==> config.mk <==
export PLATFORM = sky130hd
export DESIGN_NAME = exec_alu
export DESIGN_NICKNAME = d
export VERILOG_FILES = /design/src/hw/issue_pkg.sv /design/src/hw/exec_alu.sv
export SDC_FILE = /design/constraint.sdc
export NUM_CORES = 1
export LEC_CHECK = 0
export BUFFER_PORTS_ARGS = -buffer_cell sky130_fd_sc_hd__buf_2
export CAP_MARGIN = 20
export CORE_MARGIN = 5
export CORE_UTILIZATION = 50
export CTS_BUF_LIST = sky130_fd_sc_hd__clkbuf_8
export DETAILED_ROUTE_END_ITERATION = 16
export PLACE_DENSITY = 0.81
export SLEW_MARGIN = 20
export SYNTH_ARGS = -nofsm -noshare
export SYNTH_HDL_FRONTEND = slang
export SYNTH_SLANG_ARGS = --single-unit
export TNS_END_PERCENT = 10
==> constraint.sdc <==
create_clock -name clock -period 1.2 [get_ports clock]
set_clock_uncertainty 0.1 [all_clocks]
set_input_delay 0 -clock clock [delete_from_list [all_inputs] [get_ports clock]]
set_output_delay 0 -clock clock [all_outputs]
set_load 0.01 [all_outputs]
==> src/hw/issue_pkg.sv <==
package issue_pkg;

    // ~~~~~~~~~~~~~~~~~~~~~~~~~~~~~~~~~~~~~~~~~~~~~~~~~
    // widths and basic types
    // ~~~~~~~~~~~~~~~~~~~~~~~~~~~~~~~~~~~~~~~~~~~~~~~~~

    typedef logic [31:0] xlen_t;
    typedef logic [4:0]  reg_idx_t;    // register 0 reads zero and is never renamed.
    typedef logic [2:0]  rs_tag_t;     // 0 means the value is present.
    typedef logic [3:0]  mem_addr_t;

    localparam int RS_DEPTH = 5;

    typedef enum logic [2:0] {
        op_add,
        op_sub,
        op_xor,
        op_addi,
        op_load,
        op_store
    } op_t;

    typedef enum logic [1:0] {
        fu_alu,
        fu_load,
        fu_store
    } fu_class_t;

    // ~~~~~~~~~~~~~~~~~~~~~~~~~~~~~~~~~~~~~~~~~~~~~~~~~
    // fixed slot to unit class assignment
    // ~~~~~~~~~~~~~~~~~~~~~~~~~~~~~~~~~~~~~~~~~~~~~~~~~

    localparam fu_class_t rs_slot_class [RS_DEPTH] = '{
        fu_alu, fu_alu, fu_load, fu_load, fu_store
    };

    function automatic fu_class_t op_class(op_t op);
        case (op)
            op_load:  return fu_load;
            op_store: return fu_store;
            default:  return fu_alu;
        endcase
    endfunction

endpackage

==> src/hw/exec_alu.sv <==
`timescale 1ns/100ps

module exec_alu
    import issue_pkg::*;
(
    input  logic     clock,
    input  logic     reset,
    input  logic     alu_issue,
    input  op_t      issue_op,
    input  xlen_t    issue_a,
    input  xlen_t    issue_b,
    input  xlen_t    issue_imm,
    input  reg_idx_t issue_rd,
    input  rs_tag_t  issue_tag,
    input  logic     grant,
    output logic     done,
    output logic     busy,
    output rs_tag_t  result_tag,
    output reg_idx_t result_rd,
    output xlen_t    result_value
);

    xlen_t alu_out;

    always_comb begin
        case (issue_op)
            op_sub:  alu_out = issue_a - issue_b;
            op_xor:  alu_out = issue_a ^ issue_b;
            op_addi: alu_out = issue_a + issue_imm;
            default: alu_out = issue_a + issue_b;
        endcase
    end

    always_ff @(posedge clock or posedge reset) begin
        if (reset) begin
            done <= 1'b0;
        end else if (alu_issue) begin
            done <= 1'b1;
        end else if (grant) begin
            done <= 1'b0;    // result went out on the CDB.
        end
    end

    always_ff @(posedge clock) begin
        if (alu_issue) begin
            result_value <= alu_out;
            result_tag   <= issue_tag;
            result_rd    <= issue_rd;
        end
    end

    assign busy = done;

endmodule

==> flow_metrics.tcl <==
set metrics [dict create \
    yosys_most_used_dff "edfxtp_1" \
    grt_max_degree 42 \
    grt_first_pass_wirelength_mm 29.2 \
    final-hold-violation-count 0 \
    worst_setup_path_start_kind "primary input" \
    cts.sinks 41 \
    ioPinCount 153 \
    vias 6299 \
    synth_area_leaders "edfxtp_1 25%, ha_1 10%, xor2_1 6.9%" \
    cp-end-kind "flop" \
    drc 0 \
    p_seq_share_pct 28.4 \
    gr-usage-all-layers_pct 31.3 \
    fmax_ghz 0.252 \
    diodes 0 \
    clkPwrFrac_pct 17.0 \
    arrival_ns 3.93 \
    dieArea_mm2 0.0118 \
    period_needed_ns 3.97 \
    die_h_um 108 \
    slowest_delay_ns 0.52 \
    crit_required_ns 1.16 \
    synth_cell_types 66 \
    switching_share_pct 36.8 \
    cts_tree "done" \
    p_sw_mw 2.52 \
    ys_warn_count 0 \
    slowest_stage "or4_4" \
    ys_seq_area_share_pct 25.3 \
    cts.htree.levels 2 \
    dp.cells 1034 \
    crit_chain "buf_2 > or4_4 > or4b_4 > or4_4 > nor2_4 > nand2_1 > mux2i_1 > a21oi_1 > ha_1 > nand2_1 > nor4b_4 > and3_1 > a221o_1 > mux2i_1 > nand4b_1" \
    drv_slew 0 \
    final_core_utilization_pct 81.6 \
    place_ws_ns -3.11 \
    drt_iter0_drc 492 \
    synthCells 601 \
    start_util_pct 50.5 \
    instances_no_fill 1061 \
    routedWlPerCell_um 18.5 \
    synth_top_area_cell "edfxtp_1" \
    ir_drop_mv 0.492 \
    cts_root_buf "clkbuf_8" \
    die_w_um 108 \
    grt_pass1_vias 6393 \
    clockBufferDepth 2 \
    dp_hpwl_mm 14.3 \
    combPwrFrac_pct 54.7 \
    rsz0062_at_grt "true" \
    grt-ovfl-total 0 \
    synth_edf_count 40 \
    hp-class "in -> reg" \
    portBuffers 152 \
    syn_to_final_growth_pct 61.6 \
    layout-drive-gt1-share_pct 46.3 \
    rows 36 \
    final_cell_area_mm2 0.00783 \
    gp_congestion 1.00 \
    drv_cap 0 \
    core_region_area_mm2 0.00959 \
    clk_pin_slew_ns 0.09 \
    nets 1078 \
    post-route-period-util_pct 331 \
    crit_fanout 6 \
    final_antenna_net_count 0 \
    clk-insertion-delay-late_ns 0.30 \
    wl_mm 19.6 \
    violations "negative setup slack" \
    setup_violations 31 \
    worst-setup-path-type "in -> reg" \
    syn_nets 752 \
    outcome "finished with violations" \
    nFillCells 600 \
    p_per_area_mw_per_mm2 874 \
    timing.slew.headroom_pct 74.2 \
    multiInputGateArea_mm2 0.00387 \
    ys_async_sr_fraction_pct 2.44 \
    placed_area_mm2 0.00710 \
    leakage_nw 3.62 \
    worstMarginPinSlew_ns 0.384 \
    cts_made_buffers 5 \
    synth_most_common_cell "a21oi_1" \
    avgSynthCellArea_um2 8.06 \
    antenna_found_initial 1 \
    regArea_mm2 0.00123 \
    synth_common_cells "62 x a21oi_1, 50 x nor2_1, 49 x nand2_1" \
    synth_seq_cells 41 \
    p_int_mw 4.32 \
    vias_per_cell 5.94 \
    finalWorstSetupSlack_ns -2.77 \
    drt_first_pass_iters 5 \
    synth_top_area_share_pct 24.8 \
    syn_area_mm2 0.00484 \
]
-- critical path, delay by kind of cell --
family / cells / cell delay, ns
AO/OA/AOI/OAI: 2 / 0.38
multiplexers: 2 / 0.47
buffers and inverters: 1 / 0.11
AND/OR/NAND/NOR: 9 / 2.57
adder cells (fa/ha/maj): 1 / 0.39
-- area by class of cell --
type | instances | area share [%]
Sequential cell | 41 | 15.7
Clock inverter | 3 | 0.496
Clock buffer | 5 | 0.879
Timing Repair Buffer | 354 | 30.6
Inverter | 16 | 0.767
Multi-Input combinational cell | 509 | 49.5
Tap cell | 133 | 2.13
-- power groups by stage --
stage                     sequential, mW  clock (mW)  combinational [mW]
after detailed placement            1.97           0                3.24
after global routing                1.96        1.25                4.02
after global placement              1.97           0                3.13
final                               1.94        1.16                3.74
after CTS                           1.94        1.17                3.45
after floorplan                     2.10           0                1.53
-- cells by family (layout without fill, tap and decap cells) --
| group | after synthesis | in the layout | share of synthesized area (%) |
|---|---|---|---|
| fa+ha+maj | 40 | 40 | 10.5 |
| flops | 41 | 41 | 25.3 |
| mux | 16 | 16 | 3.33 |
| compound gates | 204 | 204 | 26.0 |
| buf+inv | 51 | 378 | 4.29 |
| simple gates | 198 | 198 | 21.4 |
| xor+xnor | 51 | 51 | 9.22 |
-- what timing repair did --
| item | CTS | global route |
|---|---|---|
| endpoints found under the hold margin | 12 | 0 |
| resized for setup | 50 | 46 |
| pin swaps | 28 | 32 |
| setup endpoints to repair | 32 | 32 |
| cloned | 0 | 0 |
| hold buffers | 13 | 0 |
| setup buffers | 5 | 2 |
-- path summary, 6_finish.rpt --
path,startpoint,to,slack (ns),depth (start not counted)
max,issue_b[9],result_value[31]$_DFFE_PP_,-2.77,15
min,issue_a[3],result_value[3]$_DFFE_PP_,0.05,4
max reg2reg,busy$_DFFE_PP0P_,busy$_DFFE_PP0P_,0.44,1
min reg2reg,busy$_DFFE_PP0P_,busy$_DFFE_PP0P_,0.41,1
max in group asynchronous,reset,busy$_DFFE_PP0P_,0.36,4
min in group asynchronous,reset,busy$_DFFE_PP0P_,0.55,4
-- registers in the layout, summed over array words and instances (netlist names) --
name,flops
busy,1
result_tag,3
result_rd,5
result_value,32
-- per-stage QoR --
| step | power, mW | TNS [ns] | hold slack (ns) |
|---|---|---|---|
| after floorplan | 3.63 | -65.01 | -0.371 |
| final | 6.84 | -58.49 | 0.0504 |
| after CTS | 6.57 | -57.40 | 0.0416 |
| after global placement | 5.10 | -68.58 | -0.265 |
| after global routing | 7.23 | -62.45 | 0.0606 |
| after detailed placement | 5.21 | -71.58 | -0.258 |
-- cell usage in the layout (no fill, tap or decap), drive strengths merged, types with 8 or more instances in the layout --
cell type,Yosys,layout
buf,4,341
a21oi,62,62
nor2,51,51
nand2,49,49
o21ai,47,47
edfxtp,40,40
ha,39,39
xor2,38,38
nor3,22,22
inv,16,17
a22oi,16,16
mux2i,15,15
o22ai,14,14
nand3,14,14
dlygate4sd3,0,13
xnor2,13,13
a21o,12,12
nand2b,10,10
o31ai,10,10
a31oi,8,8
-- layer usage --
layer	wire length [µm]	up-vias	track usage, %
met5	7	-	0
met4	893	2	15.3
met3	1740	89	5.73
met2	9670	394	55.8
met1	7310	2900	35.8
li1	-	2914	-
Note: power is estimated with default switching activity, not from simulation.
