## src/hw/issue_pkg.sv

```systemverilog
package issue_pkg;

    // ~~~~~~~~~~~~~~~~~~~~~~~~~~~~~~~~~~~~~~~~~~~~~~~~~
    // widths and basic types
    // ~~~~~~~~~~~~~~~~~~~~~~~~~~~~~~~~~~~~~~~~~~~~~~~~~

    typedef logic [31:0] xlen_t;
    typedef logic [4:0]  reg_idx_t;    // register 0 reads zero and is never renamed.
    typedef logic [2:0]  rs_tag_t;     // 0 means the value is present.
    typedef logic [3:0]  mem_addr_t;

    localparam int RS_DEPTH = 5;

    typedef enum logic [2:0] {
        op_add,
        op_sub,
        op_xor,
        op_addi,
        op_load,
        op_store
    } op_t;

    typedef enum logic [1:0] {
        fu_alu,
        fu_load,
        fu_store
    } fu_class_t;

    // ~~~~~~~~~~~~~~~~~~~~~~~~~~~~~~~~~~~~~~~~~~~~~~~~~
    // fixed slot to unit class assignment
    // ~~~~~~~~~~~~~~~~~~~~~~~~~~~~~~~~~~~~~~~~~~~~~~~~~

    localparam fu_class_t rs_slot_class [RS_DEPTH] = '{
        fu_alu, fu_alu, fu_load, fu_load, fu_store
    };

    function automatic fu_class_t op_class(op_t op);
        case (op)
            op_load:  return fu_load;
            op_store: return fu_store;
            default:  return fu_alu;
        endcase
    endfunction

endpackage

```

## src/hw/map_table.sv

```systemverilog
`timescale 1ns/100ps

module map_table
    import issue_pkg::*;
(
    input  logic     clock,
    input  logic     reset,
    input  logic     dispatch_accept,
    input  reg_idx_t dispatch_rd,
    input  logic     dispatch_writes,
    input  rs_tag_t  alloc_tag,
    input  reg_idx_t rs1,
    input  reg_idx_t rs2,
    input  logic     cdb_valid,
    input  rs_tag_t  cdb_tag,
    input  reg_idx_t cdb_rd,
    input  xlen_t    cdb_value,
    output rs_tag_t  src1_tag,
    output xlen_t    src1_value,
    output rs_tag_t  src2_tag,
    output xlen_t    src2_value
);

    xlen_t   reg_value [1:31];
    rs_tag_t reg_tag   [1:31];

    // a pending tag that is on the CDB right now counts as resolved.
    function automatic logic hit_cdb(reg_idx_t idx);
        return cdb_valid && reg_tag[idx] != '0 && reg_tag[idx] == cdb_tag;
    endfunction

    function automatic rs_tag_t read_tag(reg_idx_t idx);
        if (idx == '0 || hit_cdb(idx)) begin
            return '0;
        end
        return reg_tag[idx];
    endfunction

    function automatic xlen_t read_value(reg_idx_t idx);
        if (idx == '0) begin
            return '0;
        end
        if (hit_cdb(idx)) begin
            return cdb_value;
        end
        return reg_value[idx];
    endfunction

    always_comb begin
        src1_tag   = read_tag(rs1);
        src1_value = read_value(rs1);
        src2_tag   = read_tag(rs2);
        src2_value = read_value(rs2);
    end

    always_ff @(posedge clock or posedge reset) begin
        if (reset) begin
            for (int i = 1; i < 32; i++) begin
                reg_value[i] <= '0;
                reg_tag[i]   <= '0;
            end
        end else begin
            for (int i = 1; i < 32; i++) begin
                if (cdb_valid && cdb_rd == reg_idx_t'(i) && reg_tag[i] == cdb_tag) begin
                    reg_value[i] <= cdb_value;
                    reg_tag[i]   <= '0;    // only if no later rename took the register.
                end
                if (dispatch_accept && dispatch_writes && dispatch_rd == reg_idx_t'(i)) begin
                    reg_tag[i] <= alloc_tag;    // the new producer wins over the clear.
                end
            end
        end
    end

endmodule

```

## config.mk

```make
export PLATFORM = sky130hd
export DESIGN_NAME = map_table
export DESIGN_NICKNAME = d
export VERILOG_FILES = /design/src/hw/issue_pkg.sv /design/src/hw/map_table.sv
export SDC_FILE = /design/constraint.sdc
export NUM_CORES = 2
export LEC_CHECK = 0
export BUFFER_PORTS_ARGS = -buffer_cell sky130_fd_sc_hd__buf_2
export CORE_ASPECT_RATIO = 1.25
export CORE_UTILIZATION = 58
export CTS_CLUSTER_DIAMETER = 60
export DETAILED_ROUTE_END_ITERATION = 12
export MAX_ROUTING_LAYER = met4
export PLACE_DENSITY = 0.86
export REMOVE_ABC_BUFFERS = 1
export SLEW_MARGIN = 20
export SYNTH_ARGS = -nofsm -noshare
export SYNTH_HDL_FRONTEND = slang
export SYNTH_SLANG_ARGS = --single-unit
```

## constraint.sdc

```tcl
create_clock -name clock -period 31 [get_ports clock]
set_clock_uncertainty 0.15 [all_clocks]
set_input_delay 3.1 -clock clock [delete_from_list [all_inputs] [get_ports clock]]
set_output_delay 3.1 -clock clock [all_outputs]
set_load 0.005 [all_outputs]
```

==> results.md <==
* CP most frequent cell: buf_4
* Post-placement cell count at 5196
* Outcome: finished, final reports clean
* Slew headroom at 20.4%
* Most common cell after layout, fill and taps aside: mux2_2
* CTS tree: built
* Power per cell area at 52.0 mW/mm^2
* Crit start category: input pin
* DR WL/cell at 31.8 um
* Synth warn at 0
* Worst hold path type: flip-flop to flip-flop
* Clock insertion delay at the later pin of the skew report at 0.72 ns
* Finished Layout Cells at 5386
* Main synth FF type: dfrtp_1
* Port bufs at 132
* Die Y-Extent at 362 um
* CP max FO at around 50
* Highest cell delay on the worst timing path at roughly 0.76 ns
* Clock Sinks at 1085
* Maximum root-to-sink buffer count at 3
* RD Place Congestion at 0.967
* DR pass1 iterations at 10
* Synth Cell Area at 0.0603 sq mm
* Post-route ant nets at 0
* Final core utilization at 63.7%
* Post-CTS Setup Bufs at 0
* P_sw at 874 uW
* Final setup vio count at 0
* Post-synthesis sequential area ratio at between 40% and 50%
* CTS root buf: clkbuf_16
* Avg Cell Area, Syn at 14.8 sq um
* H-tree depth at 3
* Share of cells above drive strength 1 at 53.7%
* Core area at 0.103 sq mm
* TritonCTS buffer count at 100
* Final Cycle Share at between 30% and 40%
* Worst-path cell chain: buf_8 > buf_4 > mux4_2 > a211o_1 > o311a_1 > a211oi_1 > a311o_1 > a211o_2 > buf_4 > mux2_2 > buf_2
* Design area at 0.0653 sq mm
* Worst setup EP type: output pin
* Flop pwr share at 47.4%
* Internal at 2.52 mW
* # IOs at 133
* HPWL Detailed at between 90000 and 100000 um
* Die W at 290 um
* Critical path class: input pin to output pin
* Rows at 131
* Slew Viols, Final at 0
* GRT Util Overall at 34.2%
* Hold buffer count at CTS at 0
* Lkg Pwr at 30.1 nW
* Vias/cell at 7.31
* Switching portion of total power at 25.7%
* WP data arrival at 7.53 ns
* Post-layout min period at 10.78 ns
* Syn Inst Count at 4087
* First-pass GRT wire length at around 260000 um
* RSZ-0062 raised after global routing: no
* Hold WS at 0.369 ns
* Hold violation count in the final report at 0
* Slowest CP cell: buf_4
* Clock Pin Slew Worst Setup and Hold Paths at roughly 0.06 ns
* Worst vdd ir at roughly 48 uV
* Most frequent cells in the layout: mux2_2, dfrtp_1, mux4_2
* Number of synthesized flops with an enable pin at 0
* Critical Path RT at approximately 28 ns
* DR vias at 39.4k
* Comb pwr share at 13.8%
* Clock share of power at 38.8%
* Yosys reg bits at 1085
* CTS resizes at 0
* Netlist cell types at 54
* Fmax at 0.0928 GHz
* Die footprint at 0.105 sq mm
* Initial antenna violation count at 4
* Power Total at around 3.4 mW
* Area Growth Syn to Fin at 8.39%
* # Max-Cap Violations at 0
* Iter 0 DRT Violations at 4520
* Drt total wl at 171000 um
* Placed cell areas at 0.0618 sq mm
* Final nets at 4033
* Tightest Pin Transition at 1.19 ns
* Async S/R FF share, synth at 100%
* Vias in the first global route at 41.2k
* DRC violations left at 0
* Starting Density at 58.8%
* GRT overflow at 0
* Largest net degree at the start of global routing at 185
==> kinds of logic after synthesis <==
| group | Yosys count | share of synthesized area, % |
|---|---|---|
| flip-flops | 1085 | 45.0 |
| buffers and inverters | 418 | 2.71 |
| AND/OR/NAND/NOR | 555 | 3.96 |
| multiplexers | 1792 | 45.1 |
| AO/OA/AOI/OAI | 143 | 1.80 |
| XOR/XNOR | 94 | 1.37 |
==> cell usage after synthesis, drive strengths merged (2+ instances only) <==
library cell / count / area (sq um)
mux2: 1161 / 13200
dfrtp: 1085 / 27200
mux4: 616 / 13900
clkbuf: 303 / 1140
nand2: 250 / 938
nor2: 151 / 567
buf: 106 / 465
nand3: 70 / 350
a22o: 63 / 552
xor2: 56 / 490
o21ai: 45 / 225
xnor2: 38 / 333
nor3: 17 / 85.1
mux2i: 15 / 150
nor4: 14 / 87.6
nand4: 13 / 81.3
nand2b: 10 / 62.6
inv: 9 / 33.8
nor2b: 9 / 56.3
a211o: 4 / 35.0
a21oi: 4 / 20.0
a221oi: 4 / 35.0
and3: 4 / 25.0
or2: 4 / 25.0
nand4b: 3 / 26.3
o22ai: 3 / 18.8
o32ai: 3 / 26.3
a311o: 2 / 20.0
and2: 2 / 12.5
nor3b: 2 / 15.0
nor4b: 2 / 17.5
o211ai: 2 / 20.0
o221ai: 2 / 17.5
or3: 2 / 17.5
==> sequential cells by signal (all words and copies together), names as in the netlist <==
| signal | flops |
|---|---|
| reg_value | 992 |
| reg_tag | 93 |
==> metal layers <==
| metal | track usage, % | routed length, um | vias to the layer above |
|---|---|---|---|
| met1 | 42.2 | 61500 | 20800 |
| li1 | - | - | 15400 |
| met4 | 17.7 | 9430 | 0 |
| met2 | 52.4 | 82400 | 2536 |
| met3 | 8.78 | 18200 | 645 |
| met5 | - | 0 | - |
==> critical path, delay by kind of cell <==
family / cells / cell delay (ns)
AOI/OAI and AO/OA: 5 / 1.38
buffers and inverters: 4 / 1.85
muxes: 2 / 1.05
==> metrics by stage <==
stage	setup WS, ns	TNS, ns
after global routing	19.96	0
after global placement	20.34	0
after floorplan	-2.80	-3033.66
final	20.22	0
after CTS	20.22	0
after detailed placement	20.27	0
==> layout make-up <==
| type | instances | area, sq um |
|---|---|---|
| antenna | 3 | 7.51 |
| clock buffer | 141 | 2890 |
| clock inverter | 44 | 582 |
| fill | 6907 | 37300 |
| inverter | 9 | 51.3 |
| multi-input combinational | 2584 | 31800 |
| sequential | 1085 | 27200 |
| tap | 1330 | 1660 |
| timing repair buffer | 190 | 1240 |
==> worst paths after layout <==
path	startpoint	to	slack, ns	depth (start not counted)
hold reg to reg	reg_value[55]	reg_value[55]	0.37	1
setup reg to reg	reg_tag[50]	reg_value[523]	27.87	4
hold / removal	reg_value[55]	reg_value[55]	0.37	1
max in group asynchronous	reset	reg_value[499]	25.09	5
setup / recovery	rs1[0]	src1_value[16]	20.22	11
min in group asynchronous	reset	reg_value[368]	2.42	2
==> power by group through the flow <==
stage / Clock (mW) / Combinational (mW) / Sequential (mW)
after global routing: 1.38 / 0.499 / 1.62
after floorplan: 0 / 0.310 / 1.60
after CTS: 1.33 / 0.467 / 1.60
after detailed placement: 0 / 0.463 / 1.63
final: 1.32 / 0.469 / 1.61
after global placement: 0 / 0.450 / 1.61
No activity file was read; power rests on OpenSTA's default activity.
