### config.mk
export PLATFORM = sky130hd
export DESIGN_NAME = reservation_station
export DESIGN_NICKNAME = d
export VERILOG_FILES = /design/src/hw/issue_pkg.sv /design/src/hw/reservation_station.sv
export SDC_FILE = /design/constraint.sdc
export NUM_CORES = 1
export LEC_CHECK = 0
export BUFFER_PORTS_ARGS = -buffer_cell sky130_fd_sc_hd__buf_2
export CAP_MARGIN = 20
export CORE_ASPECT_RATIO = 2
export CORE_MARGIN = 3
export CORE_UTILIZATION = 60
export CTS_BUF_LIST = sky130_fd_sc_hd__clkbuf_4 sky130_fd_sc_hd__clkbuf_8
export DETAILED_ROUTE_END_ITERATION = 10
export PLACE_DENSITY = 0.81
export SLEW_MARGIN = 20
export SYNTH_ARGS = -nofsm -noshare
export SYNTH_HDL_FRONTEND = slang
export SYNTH_SLANG_ARGS = --single-unit
### constraint.sdc
create_clock -name clock -period 5.9 [get_ports clock]
set_input_delay 1.475 -clock clock [delete_from_list [all_inputs] [get_ports clock]]
set_output_delay 1.475 -clock clock [all_outputs]
set_load 0.01 [all_outputs]
### src/hw/issue_pkg.sv
package issue_pkg;

    // ~~~~~~~~~~~~~~~~~~~~~~~~~~~~~~~~~~~~~~~~~~~~~~~~~
    // widths and basic types
    // ~~~~~~~~~~~~~~~~~~~~~~~~~~~~~~~~~~~~~~~~~~~~~~~~~

    typedef logic [31:0] xlen_t;
    typedef logic [4:0]  reg_idx_t;    // register 0 reads zero and is never renamed.
    typedef logic [2:0]  rs_tag_t;     // 0 means the value is present.
    typedef logic [3:0]  mem_addr_t;

    localparam int RS_DEPTH = 5;

    typedef enum logic [2:0] {
        op_add,
        op_sub,
        op_xor,
        op_addi,
        op_load,
        op_store
    } op_t;

    typedef enum logic [1:0] {
        fu_alu,
        fu_load,
        fu_store
    } fu_class_t;

    // ~~~~~~~~~~~~~~~~~~~~~~~~~~~~~~~~~~~~~~~~~~~~~~~~~
    // fixed slot to unit class assignment
    // ~~~~~~~~~~~~~~~~~~~~~~~~~~~~~~~~~~~~~~~~~~~~~~~~~

    localparam fu_class_t rs_slot_class [RS_DEPTH] = '{
        fu_alu, fu_alu, fu_load, fu_load, fu_store
    };

    function automatic fu_class_t op_class(op_t op);
        case (op)
            op_load:  return fu_load;
            op_store: return fu_store;
            default:  return fu_alu;
        endcase
    endfunction

endpackage

### src/hw/reservation_station.sv
`timescale 1ns/100ps

module reservation_station
    import issue_pkg::*;
(
    input  logic     clock,
    input  logic     reset,
    input  logic     dispatch_valid,
    input  op_t      dispatch_op,
    input  reg_idx_t dispatch_rd,
    input  xlen_t    dispatch_imm,
    input  rs_tag_t  src1_tag,
    input  xlen_t    src1_value,
    input  rs_tag_t  src2_tag,
    input  xlen_t    src2_value,
    input  logic     alu_busy,
    input  logic     mem_busy,
    input  logic     cdb_valid,
    input  rs_tag_t  cdb_tag,
    input  xlen_t    cdb_value,
    input  logic     store_done,
    input  rs_tag_t  store_tag,
    output logic     dispatch_stall,
    output logic     dispatch_accept,
    output logic     dispatch_writes,
    output rs_tag_t  alloc_tag,
    output logic     alu_issue,
    output logic     mem_issue,
    output op_t      issue_op,
    output xlen_t    issue_a,
    output xlen_t    issue_b,
    output xlen_t    issue_imm,
    output reg_idx_t issue_rd,
    output rs_tag_t  issue_tag
);

    typedef logic [2:0] slot_idx_t;

    logic      slot_busy   [RS_DEPTH];
    logic      slot_issued [RS_DEPTH];
    slot_idx_t slot_age    [RS_DEPTH];    // number of younger occupied slots.
    rs_tag_t   slot_tag1   [RS_DEPTH];
    rs_tag_t   slot_tag2   [RS_DEPTH];
    op_t       slot_op     [RS_DEPTH];
    reg_idx_t  slot_rd     [RS_DEPTH];
    xlen_t     slot_imm    [RS_DEPTH];
    xlen_t     slot_val1   [RS_DEPTH];
    xlen_t     slot_val2   [RS_DEPTH];

    logic      slot_ready  [RS_DEPTH];
    logic      slot_free   [RS_DEPTH];    // released by the CDB or by store_done.
    logic      wake1       [RS_DEPTH];
    logic      wake2       [RS_DEPTH];
    slot_idx_t next_age    [RS_DEPTH];

    logic      alloc_found;
    slot_idx_t alloc_idx;
    logic      needs_src2;
    logic      alu_found;
    logic      mem_found;
    slot_idx_t alu_idx;
    slot_idx_t mem_idx;
    slot_idx_t issue_idx;

    // ~~~~~~~~~~~~~~~~~~~~~~~~~~~~~~~~~~~~~~~~~~~~~~~~~
    // allocation
    // ~~~~~~~~~~~~~~~~~~~~~~~~~~~~~~~~~~~~~~~~~~~~~~~~~

    always_comb begin
        alloc_found = 1'b0;
        alloc_idx   = '0;
        for (int i = RS_DEPTH - 1; i >= 0; i--) begin
            if (!slot_busy[i] && rs_slot_class[i] == op_class(dispatch_op)) begin
                alloc_found = 1'b1;
                alloc_idx   = slot_idx_t'(i);
            end
        end
    end

    assign dispatch_accept = dispatch_valid && alloc_found;
    assign dispatch_stall  = dispatch_valid && !alloc_found;
    assign dispatch_writes = dispatch_op != op_store;
    assign alloc_tag       = rs_tag_t'(alloc_idx + 3'd1);
    assign needs_src2      = dispatch_op != op_addi && dispatch_op != op_load;

    // ~~~~~~~~~~~~~~~~~~~~~~~~~~~~~~~~~~~~~~~~~~~~~~~~~
    // wakeup, release and age
    // ~~~~~~~~~~~~~~~~~~~~~~~~~~~~~~~~~~~~~~~~~~~~~~~~~

    always_comb begin
        for (int i = 0; i < RS_DEPTH; i++) begin
            slot_ready[i] = slot_busy[i] && !slot_issued[i] &&
                            slot_tag1[i] == '0 && slot_tag2[i] == '0;
            slot_free[i]  = (cdb_valid && cdb_tag == rs_tag_t'(i + 1)) ||
                            (store_done && store_tag == rs_tag_t'(i + 1));
            wake1[i]      = cdb_valid && slot_tag1[i] == cdb_tag;
            wake2[i]      = cdb_valid && slot_tag2[i] == cdb_tag;
        end
    end

    always_comb begin
        for (int i = 0; i < RS_DEPTH; i++) begin
            next_age[i] = slot_age[i];
            if (dispatch_accept) begin
                next_age[i] = next_age[i] + 3'd1;
            end
            for (int j = 0; j < RS_DEPTH; j++) begin
                if (slot_free[j] && slot_busy[j] && slot_age[j] < slot_age[i]) begin
                    next_age[i] = next_age[i] - 3'd1;    // a younger slot has left.
                end
            end
        end
    end

    // ~~~~~~~~~~~~~~~~~~~~~~~~~~~~~~~~~~~~~~~~~~~~~~~~~
    // selection and issue
    // ~~~~~~~~~~~~~~~~~~~~~~~~~~~~~~~~~~~~~~~~~~~~~~~~~

    always_comb begin
        alu_found = 1'b0;
        mem_found = 1'b0;
        alu_idx   = '0;
        mem_idx   = '0;
        for (int i = 0; i < RS_DEPTH; i++) begin
            if (rs_slot_class[i] == fu_alu) begin
                if (slot_ready[i] && (!alu_found || slot_age[i] > slot_age[alu_idx])) begin
                    alu_found = 1'b1;
                    alu_idx   = slot_idx_t'(i);
                end
            end else if (slot_busy[i] && !slot_issued[i] &&
                         (!mem_found || slot_age[i] > slot_age[mem_idx])) begin
                mem_found = 1'b1;    // oldest memory op, ready or not.
                mem_idx   = slot_idx_t'(i);
            end
        end
        mem_issue = mem_found && slot_ready[mem_idx] && !mem_busy;
        alu_issue = !mem_issue && alu_found && !alu_busy;    // one shared issue bus.
        issue_idx = mem_issue ? mem_idx : alu_idx;
    end

    assign issue_op  = slot_op[issue_idx];
    assign issue_a   = slot_val1[issue_idx];
    assign issue_b   = slot_val2[issue_idx];
    assign issue_imm = slot_imm[issue_idx];
    assign issue_rd  = slot_rd[issue_idx];
    assign issue_tag = rs_tag_t'(issue_idx + 3'd1);

    always_ff @(posedge clock or posedge reset) begin
        if (reset) begin
            for (int i = 0; i < RS_DEPTH; i++) begin
                slot_busy[i]   <= 1'b0;
                slot_issued[i] <= 1'b0;
                slot_age[i]    <= '0;
                slot_tag1[i]   <= '0;
                slot_tag2[i]   <= '0;
            end
        end else begin
            for (int i = 0; i < RS_DEPTH; i++) begin
                slot_age[i] <= slot_busy[i] ? next_age[i] : '0;
                if (wake1[i]) begin
                    slot_tag1[i] <= '0;
                end
                if (wake2[i]) begin
                    slot_tag2[i] <= '0;
                end
                if ((alu_issue || mem_issue) && issue_idx == slot_idx_t'(i)) begin
                    slot_issued[i] <= 1'b1;
                end
                if (slot_free[i]) begin
                    slot_busy[i] <= 1'b0;
                end
                if (dispatch_accept && alloc_idx == slot_idx_t'(i)) begin
                    slot_busy[i]   <= 1'b1;
                    slot_issued[i] <= 1'b0;
                    slot_age[i]    <= '0;
                    slot_tag1[i]   <= src1_tag;
                    slot_tag2[i]   <= needs_src2 ? src2_tag : '0;
                end
            end
        end
    end

    always_ff @(posedge clock) begin
        for (int i = 0; i < RS_DEPTH; i++) begin
            if (wake1[i]) begin
                slot_val1[i] <= cdb_value;
            end
            if (wake2[i]) begin
                slot_val2[i] <= cdb_value;
            end
            if (dispatch_accept && alloc_idx == slot_idx_t'(i)) begin
                slot_op[i]   <= dispatch_op;
                slot_rd[i]   <= dispatch_rd;
                slot_imm[i]  <= dispatch_imm;
                slot_val1[i] <= src1_value;
                slot_val2[i] <= src2_value;
            end
        end
    end

endmodule

==> impl_metrics.csv <==
group,metric,value,unit
status,status,"finished, violations left",
status,failing_checks,"negative setup slack",
worst_hold_path,min_delay_path_depth,2,
route,vias_per_cell,6.41,
synth,flip_flop_and_latch_count_after_synthesis,575,
setup_path,worstSetupEndpointType,"primary output",
synth,synth-seq-area-share,60.5,%
synth,synth_area_leaders,"sky130_fd_sc_hd__edfxtp_1 56%, sky130_fd_sc_hd__nand2_1 14%, sky130_fd_sc_hd__dfrtp_1 4.9%",
placed_design,gpl_congestion,0.931,
timing,endpoints_failing_hold,0,
synth,synth.cell_area,0.0281,mm2
floorplan,die_width,159,um
synth,synth_top_family_by_area,"simple AND/OR/NAND/NOR gates",
route,total_vias_in_the_final_route,23400,
setup_path,worst-r2r-cell-count,18,
final_layout,final_layout_size_suffix_gt1_share,20.1,%
floorplan,die-height,312,um
setup_path,worstPathMaxFanout,7,
route,firstDrtPassIters,7,
timing,setup_viol_count_final,106,
final_layout,final_nets,3177,
power,total_leakage_power,0.0135,uW
clock_network,clock_tree.htree_level_count,3,
clock_network,cts_made_buffers,78,
floorplan,ios,270,
synth,post_synthesis_share_of_cell_area_spent_on_full_adders_half_adders_and_majority_gates,3.16,%
setup_path,timing.critical_path.required,4430,ps
synth,postSynth.asyncResetShare,9.57,%
synth,synth_enable_flop_cells,520,
timing,finalSetupTns,-24870,ps
timing,clock-skew-final,38.4,ps
route,route.antenna.remaining_nets,0,
synth,post_synth_and_or_nand_nor_area_fraction,17.6,%
synth,post_synth.cell_area_avg,10.8,um2
route,wirelength,94.5,mm
power,irDropWorstVdd,266,uV
placed_design,io_buffer_count,269,
setup_path,cpMaxStageDelayCell,"sky130_fd_sc_hd__dfrtp_1",
final_layout,area_growth_from_synthesis_to_layout,18.8,%
synth,synth.mux.area_fraction,2.27,%
timing,fmax,159,MHz
synth,synthCells,2611,
timing,report.final.slew_viol_count,0,
global_route,grt_pass1_vias,23900,
setup_path,path_cells,"nor2_4 -> nor2_1 -> a21oi_1 -> ha_1 -> a21oi_2 -> o21ai_2 -> a21o_1 -> o221ai_2 -> ha_1 -> nor2b_1 -> nor3_2 -> buf_4 -> nor2_1 -> buf_4 -> a21o_1 -> a2bb2oi_4 -> buf_12 -> clkbuf_16 -> buf_8 -> mux2i_1 -> o211ai_1 -> buf_2",
timing,max_slew.worst_pin.slew,949,ps
clock_network,clk_root_buffer_cell,"sky130_fd_sc_hd__clkbuf_8",
floorplan,die-area,0.0496,mm2
route,routed_wire_length_per_instance,25.9,um
synth,synth.net_count,2837,
setup_path,critical_path.n_buffers_inverters,6,
route,first_iter_violations,2574,
synth,synthesis.yosys.warnings,0,
worst_hold_path,min-delay-path-class,"flip-flop to flip-flop",
timing,fin_crit_sh,106,%
clock_network,worst_skew_pair.late_latency,680,ps
final_layout,filler_cell_count,3151,
synth,ys_types,76,
setup_path,crit_arrival,4810,ps
setup_path,crit_family,"compound AO/OA/AOI/OAI gates",
timing,timing.final.ws_setup,-380,ps
synth,synthDominantAreaCellType,"sky130_fd_sc_hd__edfxtp_1",
timing,timing.final.crit_period,6280,ps
setup_path,worst-setup-path-type,"flip-flop to primary output",
timing,setup_repair_after_global_routing_missed_its_margin,"true",
clock_network,tritoncts,"done",
floorplan,starting_density_of_the_core,60.9,%
clock_network,cts_max_path_buffers,3,
floorplan,floorplan.core_area,0.0461,mm2
clock_network,cts.sink_count,575,
placed_design,dpl.hpwl,57.3,mm
global_route,grt_antenna_before_repair,19,
global_route,grt_start_max_net_pins,109,
setup_path,startpoint_type,"flip-flop",
global_route,grt_first_pass_wirelength,134,mm
synth,synth-compound-area-share,11.3,%
setup_path,critical-path-max-stage-delay,420,ps
clock_network,worst_setup_hold_path_clk_slew,70,ps
clock_network,holdBufCountCts,0,
floorplan,num_rows,111,
placed_design,place_worst_setup_slack,-42.9,ps
synth,synth_flop_cell,"sky130_fd_sc_hd__edfxtp_1",
power,power.density,451,mW/mm2
synth,yosys.area.top_type_share,55.6,%
timing,max-slew-margin-rel,36.5,%
global_route,gr-usage-all-layers,35.5,%
synth,synth_xor_area_share,2.35,%
setup_path,worst-path-stages,22,
global_route,overflow,0,
route,post-route-drc-count,0,
job,max_cap_viol_count,0,
==> path summary, 6_finish.rpt <==
path                            slack [ps]      startpoint             end
max in group asynchronous             4340           reset    slot_tag1[3]
worst max register to register        1300     slot_age[5]     slot_age[5]
worst min register to register         510  slot_issued[0]  slot_issued[0]
min in group asynchronous              960           reset    slot_age[10]
worst min-delay path                   510  slot_issued[0]  slot_issued[0]
worst max-delay path                  -380  slot_issued[2]     issue_b[26]
==> state kept, by name, indices dropped and copies added (netlist names) <==
register and count:
slot_imm 160, slot_val1 160, slot_val2 160, slot_rd 25
slot_age 15, slot_op 15, slot_tag1 15, slot_tag2 15
slot_busy 5, slot_issued 5
==> repair_timing <==
item	in CTS	in global routing
resized for setup	29	56
cloned	3	16
setup endpoints to repair	109	109
pin swaps	18	52
buffers inserted	16	8
==> routing by layer <==
layer / vias up / GRT usage, % / share of wire (%)
met3: 450 / 6.74 / 10
met1: 11200 / 38.1 / 31
met4: 10 / 25.3 / 8.4
met2: 1754 / 62.4 / 50
met5: - / 0 / 0.070
li1: 10000 / - / -
==> area by class of cell <==
class	count	area [um2]	area share, %
Antenna cell	17	42.5	0.128
Clock buffer	103	1270	3.82
Clock inverter	41	350	1.05
Inverter	59	236	0.709
Multi-Input combinational cell	1847	10600	31.8
Sequential cell	575	17000	50.9
Tap cell	621	777	2.33
Timing Repair Buffer	390	3080	9.23
==> worst min-delay path, delay by kind of cell (launching register included) <==
family / cells / cell delay, ps
flops: 1 / 350
simple gates: 1 / 70
compound gates: 1 / 50
==> synth_stat cells, drive strengths merged (3+ instances only) <==
cell type,count
nand2,1051
edfxtp,520
clkbuf,87
a21oi,79
ha,71
a22o,67
o211ai,61
a211o,60
mux2i,58
inv,57
dfrtp,55
xnor2,54
a22oi,47
buf,43
nor2,40
nand3,29
o21ai,28
nand4,15
nor3,15
nor2b,13
nor4,12
o22ai,12
a211oi,10
a31oi,10
and2,10
and3,9
a21o,8
a2111oi,6
o21a,6
o31ai,6
xor2,6
a41oi,5
mux2,5
xnor3,5
a21boi,4
and4bb,4
nand2b,4
nor3b,4
or3,4
a311oi,3
nand3b,3
nand4b,3
o221ai,3
==> through the flow <==
step	utilization (%)	power, uW	instance area (um2)	std cells	hold slack, ps
after detailed placement	66.4	11100	30600	3449	487
after global placement	66.4	10900	30600	3449	477
final	72.3	15100	33400	3653	507
after global routing	72.3	15600	33300	3648	535
after floorplan	-	8760	28100	2611	463
after CTS	70.8	14500	32600	3612	506
==> report_power, final <==
part	switching (uW)	total [uW]	internal, uW
combinational	3790	6270	2490
sequential	312	5580	5260
clock	1550	3210	1650
total	5650	15100	9400
==> kinds of logic after synthesis <==
family | after synthesis
adders and majority gates | 71
muxes | 63
AOI/OAI and AO/OA | 425
DFF | 575
and+or+nand+nor | 1223
xor gates and xnor gates | 65
buffers and inverters | 189
==> layout by cell type (no fill, tap or decap), types with 8 or more instances in the layout <==
cell	netlist	layout
sky130_fd_sc_hd__a21oi_1	77	74
sky130_fd_sc_hd__nor2b_1	13	12
sky130_fd_sc_hd__buf_2	22	255
sky130_fd_sc_hd__nor2_1	38	36
sky130_fd_sc_hd__buf_4	5	65
sky130_fd_sc_hd__nor3_1	14	13
sky130_fd_sc_hd__a211oi_1	8	8
sky130_fd_sc_hd__o22ai_1	12	11
sky130_fd_sc_hd__clkinv_1	2	15
sky130_fd_sc_hd__nand2_1	1051	1046
sky130_fd_sc_hd__and3_1	9	9
sky130_fd_sc_hd__and2_1	10	9
sky130_fd_sc_hd__clkinv_2	0	13
sky130_fd_sc_hd__nand4_1	15	15
sky130_fd_sc_hd__buf_12	0	32
sky130_fd_sc_hd__inv_1	52	46
sky130_fd_sc_hd__edfxtp_1	520	520
sky130_fd_sc_hd__dfrtp_1	55	55
sky130_fd_sc_hd__a22oi_1	47	46
sky130_fd_sc_hd__diode_2	0	17
sky130_fd_sc_hd__clkbuf_4	0	23
sky130_fd_sc_hd__a31oi_1	9	9
sky130_fd_sc_hd__xnor2_1	51	51
sky130_fd_sc_hd__nand3_1	29	24
sky130_fd_sc_hd__clkbuf_8	0	80
sky130_fd_sc_hd__a21o_1	8	8
sky130_fd_sc_hd__mux2i_1	58	47
sky130_fd_sc_hd__o211ai_1	59	59
sky130_fd_sc_hd__a22o_1	67	67
sky130_fd_sc_hd__ha_1	71	68
sky130_fd_sc_hd__nor4_1	12	12
sky130_fd_sc_hd__buf_6	2	18
sky130_fd_sc_hd__a211o_1	60	60
sky130_fd_sc_hd__o21ai_0	24	23
sky130_fd_sc_hd__clkbuf_16	0	11
No activity file was read; power rests on OpenSTA's default activity.
