**src/hw/issue_pkg.sv**
```systemverilog
package issue_pkg;

    // ~~~~~~~~~~~~~~~~~~~~~~~~~~~~~~~~~~~~~~~~~~~~~~~~~
    // widths and basic types
    // ~~~~~~~~~~~~~~~~~~~~~~~~~~~~~~~~~~~~~~~~~~~~~~~~~

    typedef logic [31:0] xlen_t;
    typedef logic [4:0]  reg_idx_t;    // register 0 reads zero and is never renamed.
    typedef logic [2:0]  rs_tag_t;     // 0 means the value is present.
    typedef logic [3:0]  mem_addr_t;

    localparam int RS_DEPTH = 5;

    typedef enum logic [2:0] {
        op_add,
        op_sub,
        op_xor,
        op_addi,
        op_load,
        op_store
    } op_t;

    typedef enum logic [1:0] {
        fu_alu,
        fu_load,
        fu_store
    } fu_class_t;

    // ~~~~~~~~~~~~~~~~~~~~~~~~~~~~~~~~~~~~~~~~~~~~~~~~~
    // fixed slot to unit class assignment
    // ~~~~~~~~~~~~~~~~~~~~~~~~~~~~~~~~~~~~~~~~~~~~~~~~~

    localparam fu_class_t rs_slot_class [RS_DEPTH] = '{
        fu_alu, fu_alu, fu_load, fu_load, fu_store
    };

    function automatic fu_class_t op_class(op_t op);
        case (op)
            op_load:  return fu_load;
            op_store: return fu_store;
            default:  return fu_alu;
        endcase
    endfunction

endpackage

```
**src/hw/cdb_arbiter.sv**
```systemverilog
`timescale 1ns/100ps

module cdb_arbiter
    import issue_pkg::*;
(
    input  logic     mem_done,
    input  rs_tag_t  mem_tag,
    input  reg_idx_t mem_rd,
    input  xlen_t    mem_value,
    input  logic     alu_done,
    input  rs_tag_t  alu_tag,
    input  reg_idx_t alu_rd,
    input  xlen_t    alu_value,
    output logic     mem_grant,
    output logic     alu_grant,
    output logic     cdb_valid,
    output rs_tag_t  cdb_tag,
    output reg_idx_t cdb_rd,
    output xlen_t    cdb_value
);

    // memory results win, the ALU waits a cycle.
    assign mem_grant = mem_done;
    assign alu_grant = alu_done && !mem_done;
    assign cdb_valid = mem_done || alu_done;

    always_comb begin
        if (mem_done) begin
            cdb_tag   = mem_tag;
            cdb_rd    = mem_rd;
            cdb_value = mem_value;
        end else begin
            cdb_tag   = alu_tag;
            cdb_rd    = alu_rd;
            cdb_value = alu_value;
        end
    end

endmodule

```
**config.mk**
```make
export PLATFORM = sky130hd
export DESIGN_NAME = cdb_arbiter
export DESIGN_NICKNAME = d
export VERILOG_FILES = /design/src/hw/issue_pkg.sv /design/src/hw/cdb_arbiter.sv
export SDC_FILE = /design/constraint.sdc
export NUM_CORES = 1
export LEC_CHECK = 0
export ABC_AREA = 1
export BUFFER_PORTS_ARGS = -buffer_cell sky130_fd_sc_hd__buf_2
export CORE_MARGIN = 2
export CORE_UTILIZATION = 26
export DETAILED_ROUTE_END_ITERATION = 6
export PLACE_DENSITY = 0.94
export SLEW_MARGIN = 15
export SYNTH_ARGS = -nofsm -noshare
export SYNTH_HDL_FRONTEND = slang
export SYNTH_SLANG_ARGS = --single-unit
export TNS_END_PERCENT = 1
```
**constraint.sdc**
```tcl
create_clock -name vclk -period 0.8
set_input_delay 0.08 -clock vclk [all_inputs]
set_output_delay 0.08 -clock vclk [all_outputs]
set_load 0.01 [all_outputs]
```
==> results of run 1 <==
-- cell type report --
type	instances	area share, %
repair inverters	1	0.707
repair buffers	128	56.3
well taps	28	2.83
multi-input cells	122	39.0
inverters	2	1.21
-- worst max-delay path: cells and delay by family --
family	cells	cell delay [ns]
buf+inv	3	0.42
simple gates	2	0.13
-- report_power, final --
| part | switching (uW) | internal (uW) | leakage [uW] |
|---|---|---|---|
| clock | 0 | 0 | 0 |
| sequential | 0 | 0 | 0 |
| combinational | 352 | 362 | 0.000909 |
-- per-layer routing --
layer / global-route usage (%) / wire length (um) / share of wire, %
met1: 14.9 / 837 / 33
met2: 36.1 / 1360 / 54
met3: 1.72 / 305 / 12
met4: 0 / 0 / 0
met5: 0 / 0 / 0
-- synth_stat cells (all sizes together) --
| library cell | count |
|---|---|
| buf | 10 |
| nand2 | 121 |
| nor2 | 1 |
| inv | 2 |
-- cells by family (layout without fill, tap and decap cells) --
family	count (synthesis)	after routing
and+or+nand+nor	122	122
buffers and inverters	12	131
-- worst max path at each step --
stage / depth (start not counted) / start / endpoint / slack, ns
2_1_floorplan: 3 / mem_done / alu_grant / 0.18
3_3_place_gp: 5 / mem_done / cdb_value[8] / -0.007
3_5_place_dp: 5 / mem_done / cdb_tag[1] / -0.02
4_1_cts: 5 / mem_done / cdb_value[17] / 0.03
5_1_grt: 5 / mem_done / cdb_value[26] / 0.03
6_report: 5 / mem_done / cdb_tag[1] / 0.08
-- what timing repair did --
| action | CTS | global route |
|---|---|---|
| resized for setup | 2 | 1 |
| hold buffers | 0 | 0 |
| gates cloned | 1 | 1 |
| buffers inserted | 0 | 0 |
| setup endpoints to repair | 23 | 14 |
-- metrics by stage --
stage               cell area, um^2  power, uW  setup slack (ns)
floorplan                       599        350             0.185
global placement               1200        680          -0.00688
detailed placement             1200        693           -0.0234
CTS                            1210        704            0.0281
global route                   1240        801            0.0301
finish                         1240        714            0.0796
==> summary.md, run 1 <==
| Metric | Value |
|---|---|
| Status | `completed` |
| Max Cap Violations | `0` |
| Most area-hungry cell type in the Yosys netlist | `nand2_1` |
| DRC | `0` |
| DRT Wirelength | `2510 um` |
| Placed cells | `279` |
| Compound-Gate Fraction of Synth Area | `0%` |
| Post-synthesis sequential area ratio | `0%` |
| Yosys top cell area share | `69.5%` |
| Worst min path class | `primary input to output pin` |
| Global-route wire length before repair | `3510 um` |
| Top-Level Pins | `125` |
| DRT Pass-1 Iters | `4` |
| Port-buffer cells | `125` |
| Synth Area in Adders | `0%` |
| Hold Fails Final Rpt | `0` |
| Wire per inst | `8.92 um` |
| Via count | `1184` |
| Share of cells above drive strength 1 | `55.3%` |
| Number of fill cells | `228` |
| Distinct cells, synth | `8` |
| Syn_nets | `216` |
| Post-synthesis simple-gate area fraction | `80.6%` |
| WS Path Type | `primary input to output pin` |
| # rows | `17` |
| Largest net degree at the start of global routing | `25` |
| Final Setup Violations | `0` |
| Worst VDD drop | `288 uV` |
| Register area | `0 um^2` |
| Post-Syn Area | `599 um^2` |
| Fmax achieved | `1.39 GHz` |
| Crit end category | `output pin` |
| Area share of xor/xnor cells in the synthesized design | `0%` |
| Hold endpoint | `cdb_value[13]` |
| Crit path launch type | `primary input` |
| Worst Path Max Fanout | `18` |
| Core area | `0.00219 mm^2` |
| Initial antenna violation count | `0` |
| Synth top area cells | `nand2_1, nand2_2, buf_6, buf_4, buf_8` |
| Final core occ | `56.5%` |
| Die Y | `52.0 um` |
| Slew @ Worst Pin | `0.175 ns` |
| DP HPWL | `1950 um` |
| Unrepaired setup endpoints after global routing | `false` |
| Final period utilization | `90.0%` |
| Critical Path RT | `0.72 ns` |
| Layout Cells excl Fill | `281` |
| Vias/cell | `4.21` |
| Area Overhead vs Synth | `107%` |
| Relative slew slack | `88.3%` |
| Slew Limit Fails | `0` |
| Sum Neg Setup Slack | `0 ns` |
| HP Start | `alu_value[13]` |
| Min Tclk post-route | `0.720 ns` |
| Total GRT Usage | `15.8%` |
| Pwr per Cell Area | `576 mW/mm^2` |
| Starting Density | `27.4%` |
| Yosys warning count | `0` |
| Final net count | `337` |
| Syn Inst Count | `134` |
| Mux contribution to synthesized area | `0%` |
| CP cell instances | `buf_6, buf_12, nand2_1, nand2_1, buf_2` |
| Final ANT Viol Nets | `0` |
| Clk_buf instances | `0` |
| Total grt overflow | `0` |
| Routability congestion estimate from global placement | `0.727` |
| Vias in the first global route | `975` |
| Die Width | `52.0 um` |
| Commonest non-fill, non-tap cells in the layout | `buf_2, nand2_1, nand2_2` |
| # diodes | `0` |
| WHS Path Cells | `4` |
| WHS | `0.430 ns` |
| Top cell by count, worst path | `nand2_1` |
| Area occupied by multi-input gates | `483 um^2` |
| Mean Syn Cell Area | `4.47 um^2` |
| Commonest non-fill, non-tap cell in the layout | `buf_2` |
| Starting DRT DRC Count | `9` |
| Largest family of logic cells by synthesized area | `simple AND/OR/NAND/NOR gates` |
| Sequential cells | `0` |
| Worst Path Arrival | `0.64 ns` |
| Die area | `0.00271 mm^2` |
| CP max stage cell | `buf_6` |
| Slowest stage delay, CP | `0.15 ns` |
| LEAKAGE | `0.000909 uW` |
(Power assumes the default switching activity.)
==> inputs of run 2 (changes only) <==
- CORE_UTILIZATION: 26 -> 28
- PLACE_DENSITY: 0.94 -> 0.95
- clock period: 0.8 -> 0.86 ns (I/O delays scaled with it)
==> summary.md, run 2 (synthesis results as in run 1) <==
| Metric | Value |
|---|---|
| Final Worst Setup Slack | `0.0575 ns (-0.0222 ns)` |
| Min Tclk post-route | `0.803 ns` |
| Max Cap Violations | `0 (unchanged)` |
| Worst min path class | `primary input to output pin` |
| Share of cells above drive strength 1 | `55.2% (-0.18 points)` |
| Starting Density | `30.2% (+2.9 points)` |
| Gr busiest metal | `met2` |
| Placed cell areas | `0.00118 mm^2 (-1.8%)` |
| LEAKAGE | `0.000899 uW (-1.1%)` |
| Largest net degree at the start of global routing | `43 (+72%)` |
| Top cell by count, worst path | `nand2_1` |
| Port-buffer cells | `125 (unchanged)` |
| Slew @ Worst Pin | `0.189 ns (+0.0140 ns)` |
| Status | `completed` |
| Final non-filler cell area | `0.00122 mm^2 (-1.6%)` |
| Vias/cell | `4.25 (+0.89%)` |
| Vias in the first global route | `969 (-0.62%)` |
| Number of fill cells | `193 (-15%)` |
| DRC | `0 (unchanged)` |
| Sequential cells | `0 (unchanged)` |
| DRT Wirelength | `2680 um (+6.7%)` |
| Top-Level Pins | `125 (unchanged)` |
| Commonest non-fill, non-tap cell in the layout | `buf_2` |
| Slew Limit Fails | `0 (unchanged)` |
| Worst Path Max Fanout | `21 (+3)` |
| Crit end category | `output pin` |
| # rows | `16 (-1)` |
| Die Width | `50.3 um (-3.4%)` |
| Die Y | `50.3 um (-3.4%)` |
| WHS | `0.444 ns (+0.0143 ns)` |
| CP max stage cell | `clkbuf_16` |
| Grt met3 use | `3.57% (+1.8 points)` |
| CP cell instances | `buf_4, clkbuf_16, nand2_1, nand2_1, buf_2` |
| Register area | `0 um^2 (unchanged)` |
| Final net count | `336 (-0.30%)` |
| Commonest non-fill, non-tap cells in the layout | `buf_2, nand2_1, nand2_2` |
| Fmax achieved | `1.25 GHz` |
| Total GRT Usage | `16.8% (+1.0 points)` |
| Sum Neg Setup Slack | `0 ns (unchanged)` |
| Worst Path Arrival | `0.72 ns (+0.08 ns)` |
| Routability congestion estimate from global placement | `0.652 (-10%)` |
| Slowest stage delay, CP | `0.21 ns (+0.06 ns)` |
| WS Path Type | `primary input to output pin` |
| Starting DRT DRC Count | `18 (+9)` |
| # diodes | `0 (unchanged)` |
| Place WS | `0.0298 ns (+0.0532 ns)` |
| Area Overhead vs Synth | `103%` |
| Die area | `0.00253 mm^2 (-6.6%)` |
| Relative slew slack | `87.4% (-0.93 points)` |
| Pwr per Cell Area | `542 mW/mm^2 (-6.0%)` |
| Crit path launch type | `primary input` |
| Total grt overflow | `0 (unchanged)` |
| Post-CTS Setup Bufs | `0 (unchanged)` |
| WHS Path Cells | `4 (unchanged)` |
| Global-route wire length before repair | `3560 um (+1.4%)` |
| Worst VDD drop | `268 uV (-7.0%)` |
| Unrepaired setup endpoints after global routing | `false` |
| Via count | `1186 (+0.17%)` |
| DRT Pass-1 Iters | `4 (unchanged)` |
| Final Setup Violations | `0 (unchanged)` |
| Initial antenna violation count | `0 (unchanged)` |
| Final ANT Viol Nets | `0 (unchanged)` |
| DP HPWL | `2000 um (+2.2%)` |
| Final core occ | `61.5% (+5.0 points)` |
| Wire per inst | `9.59 um (+7.5%)` |
| Hold Fails Final Rpt | `0 (unchanged)` |
| Critical Path RT | `0.77 ns (+0.05 ns)` |
| Core area | `0.00198 mm^2 (-9.5%)` |
| Met1 Usage GRT | `14.7% (-0.25 points)` |
| Final period utilization | `93.3%` |
| Routing usage on met2 | `38.2% (+2.1 points)` |
| Clk_buf instances | `0 (unchanged)` |
-- run 2: cell count changes in the layout (fill, tap and decap cells not counted) --
cell      change
clkinv_8      +1
buf_4         +1
buf_6         -1
buf_12        -1
inv_8         -1
-- run 2: timing repair --
| item | 4_1_cts | 5_1_grt |
|---|---|---|
| setup endpoints to repair | 0 | 26 |
| gates resized for setup | 0 | 3 |
| hold buffers | 0 | 0 |
-- run 2: path summary, 6_finish.rpt --
path,slack [ns],endpoint,startpoint
max,0.06,cdb_value[3],mem_done
min,0.44,cdb_value[29],alu_value[29]
-- run 2: routing by layer --
| layer | part of all wire, % | routed length, um | vias to the layer above |
|---|---|---|---|
| li1 | - | - | 629 |
| met1 | 35 | 941 | 488 |
| met2 | 53 | 1410 | 69 |
| met3 | 12 | 325 | 0 |
| met4 | 0 | 0 | 0 |
| met5 | 0 | 0 | - |
-- run 2: area by class of cell --
cell class                      count  area, um^2  area share (%)
Timing Repair inverter              1        8.76           0.719
Timing Repair Buffer              127         673            55.2
Inverter                            2        20.0            1.64
Multi-Input combinational cell    122         483            39.6
Tap cell                           27        33.8            2.77
-- run 2: power breakdown --
part	total (uW)	internal [uW]	switching (uW)	leakage, uW
Combinational	660	326	334	0.000899
Sequential	0	0	0	0
Clock	0	0	0	0
Total	660	326	334	0.000899
-- run 2: critical path, delay by kind of cell --
kind / cells / cell delay (ns)
buffers and inverters: 3 / 0.51
AND/OR/NAND/NOR: 2 / 0.12
-- run 2: metrics by stage --
step	cells	total power, uW
finish	279	660
global route	279	735
CTS	277	637
detailed placement	277	635
global placement	277	623
floorplan	134	325
==> inputs of run 3 (changes only) <==
- REMOVE_ABC_BUFFERS: default -> 1
==> summary.md, run 3 (synthesis results as in run 1) <==
| Metric | Value |
|---|---|
| Status | `completed` |
| Final period utilization | `86.4% (-6.9 points)` |
| Crit path launch type | `primary input` |
| Pwr per Cell Area | `538 mW/mm^2 (-0.74%)` |
| Die area | `0.00253 mm^2 (unchanged)` |
| Commonest non-fill, non-tap cell in the layout | `buf_2` |
| Share of cells above drive strength 1 | `55.2% (unchanged)` |
| DRT Pass-1 Iters | `4 (unchanged)` |
| Max Cap Violations | `0 (unchanged)` |
| DRT Wirelength | `2450 um (-8.6%)` |
| Number of fill cells | `200 (+3.6%)` |
| Fmax achieved | `1.35 GHz (+8.0%)` |
| Sum Neg Setup Slack | `0 ns (unchanged)` |
| Die Y | `50.3 um (unchanged)` |
| Slew @ Worst Pin | `0.181 ns (-0.00766 ns)` |
| Worst Path Max Fanout | `25 (+19%)` |
| DRC | `0 (unchanged)` |
| Critical Path RT | `0.77 ns (about the same)` |
| Routing usage on met2 | `35.3% (-2.9 points)` |
| Worst Path Arrival | `0.66 ns (-0.06 ns)` |
| Unrepaired setup endpoints after global routing | `false` |
| Final net count | `336 (unchanged)` |
| Final Setup Violations | `0 (unchanged)` |
| WS Path Type | `primary input to output pin` |
| Gr busiest metal | `met2` |
| Vias/cell | `4.18 (-1.7%)` |
| Sequential cells | `0 (unchanged)` |
| Total grt overflow | `0 (unchanged)` |
| Final non-filler cell area | `0.00122 mm^2 (-0.10%)` |
| Top-Level Pins | `125 (unchanged)` |
| Area Overhead vs Synth | `103%` |
| Commonest non-fill, non-tap cells in the layout | `buf_2, nand2_1, nand2_2` |
| Worst min path class | `primary input to output pin` |
| WHS | `0.445 ns (+0.000824 ns)` |
| Min Tclk post-route | `0.743 ns (-0.0596 ns)` |
| Routability congestion estimate from global placement | `0.750 (+15%)` |
| Slew Limit Fails | `0 (unchanged)` |
| Global-route wire length before repair | `3680 um (+3.3%)` |
| Core area | `0.00198 mm^2 (unchanged)` |
| Final ANT Viol Nets | `0 (unchanged)` |
| Port-buffer cells | `125 (unchanged)` |
| Hold Fails Final Rpt | `0 (unchanged)` |
| Starting Density | `30.2% (unchanged)` |
| Placed cell areas | `0.00120 mm^2 (+1.7%)` |
| Total GRT Usage | `17.0% (+0.19 points)` |
| Die Width | `50.3 um (unchanged)` |
| Starting DRT DRC Count | `15 (-3)` |
| Final core occ | `61.4% (-0.063 points)` |
| LEAKAGE | `0.000897 uW (-0.19%)` |
| Crit end category | `output pin` |
| Relative slew slack | `87.9% (+0.51 points)` |
| Register area | `0 um^2 (unchanged)` |
| Worst VDD drop | `340 uV (+27%)` |
| DP HPWL | `1970 um (-1.3%)` |
| Largest net degree at the start of global routing | `42 (-2.3%)` |
| CTS hold repair buffers | `0 (unchanged)` |
| Met1 Usage GRT | `18.3% (+3.6 points)` |
| Grt met3 use | `1.79% (-1.8 points)` |
| Vias in the first global route | `967 (-0.21%)` |
| Post-CTS Setup Bufs | `0 (unchanged)` |
| # rows | `16 (unchanged)` |
| # diodes | `0 (unchanged)` |
| Initial antenna violation count | `0 (unchanged)` |
| Wire per inst | `8.77 um (-8.6%)` |
| Clk_buf instances | `0 (unchanged)` |
| Via count | `1166 (-1.7%)` |
-- run 3: changes by cell type in the layout (fill, tap and decap cells not counted) --
cell       previous run  this run
buf_12                1         2
buf_4                 1         0
buf_6                 0         1
clkbuf_16             1         0
-- run 3: final cells by class --
class	count	area, um^2	area share (%)
well taps	27	33.8	2.77
inverters	2	20.0	1.64
multi-input cells	122	483	39.7
repair inverters	1	8.76	0.719
repair buffers	127	672	55.2
-- run 3: repair_timing --
| item | in CTS | in global routing |
|---|---|---|
| gates resized for setup | 0 | 4 |
| hold endpoints to repair | 0 | 0 |
| endpoints found under the setup margin | 0 | 34 |
-- run 3: report_power, final --
part	internal [uW]	leakage, uW	total (uW)	switching (uW)
Combinational	326	0.000897	655	328
Sequential	0	0	0	0
Clock	0	0	0	0
-- run 3: worst paths after layout --
kind,startpoint,to,cells past startpoint
worst max-delay path,mem_done,cdb_rd[2],5
worst min-delay path,alu_value[14],cdb_value[14],4
-- run 3: worst max-delay path, stage by stage --
cell	delay [ns]
buf_6	0.14
buf_12	0.17
nand2_1	0.07
nand2_1	0.06
buf_2	0.12
-- run 3: metal layers --
layer	vias to the layer above	share of wire, %
met2	56	54
met1	484	37
met4	0	0
met5	-	0
met3	0	8.5
li1	626	-
-- run 3: stage by stage --
| step | setup WS (ns) | cells | total power (uW) |
|---|---|---|---|
| after floorplan | 0.381 | 124 | 256 |
| after global placement | 0.0272 | 278 | 636 |
| after detailed placement | 0.0259 | 278 | 647 |
| after CTS | 0.0223 | 278 | 649 |
| after global routing | 0.0516 | 279 | 732 |
| final | 0.117 | 279 | 655 |
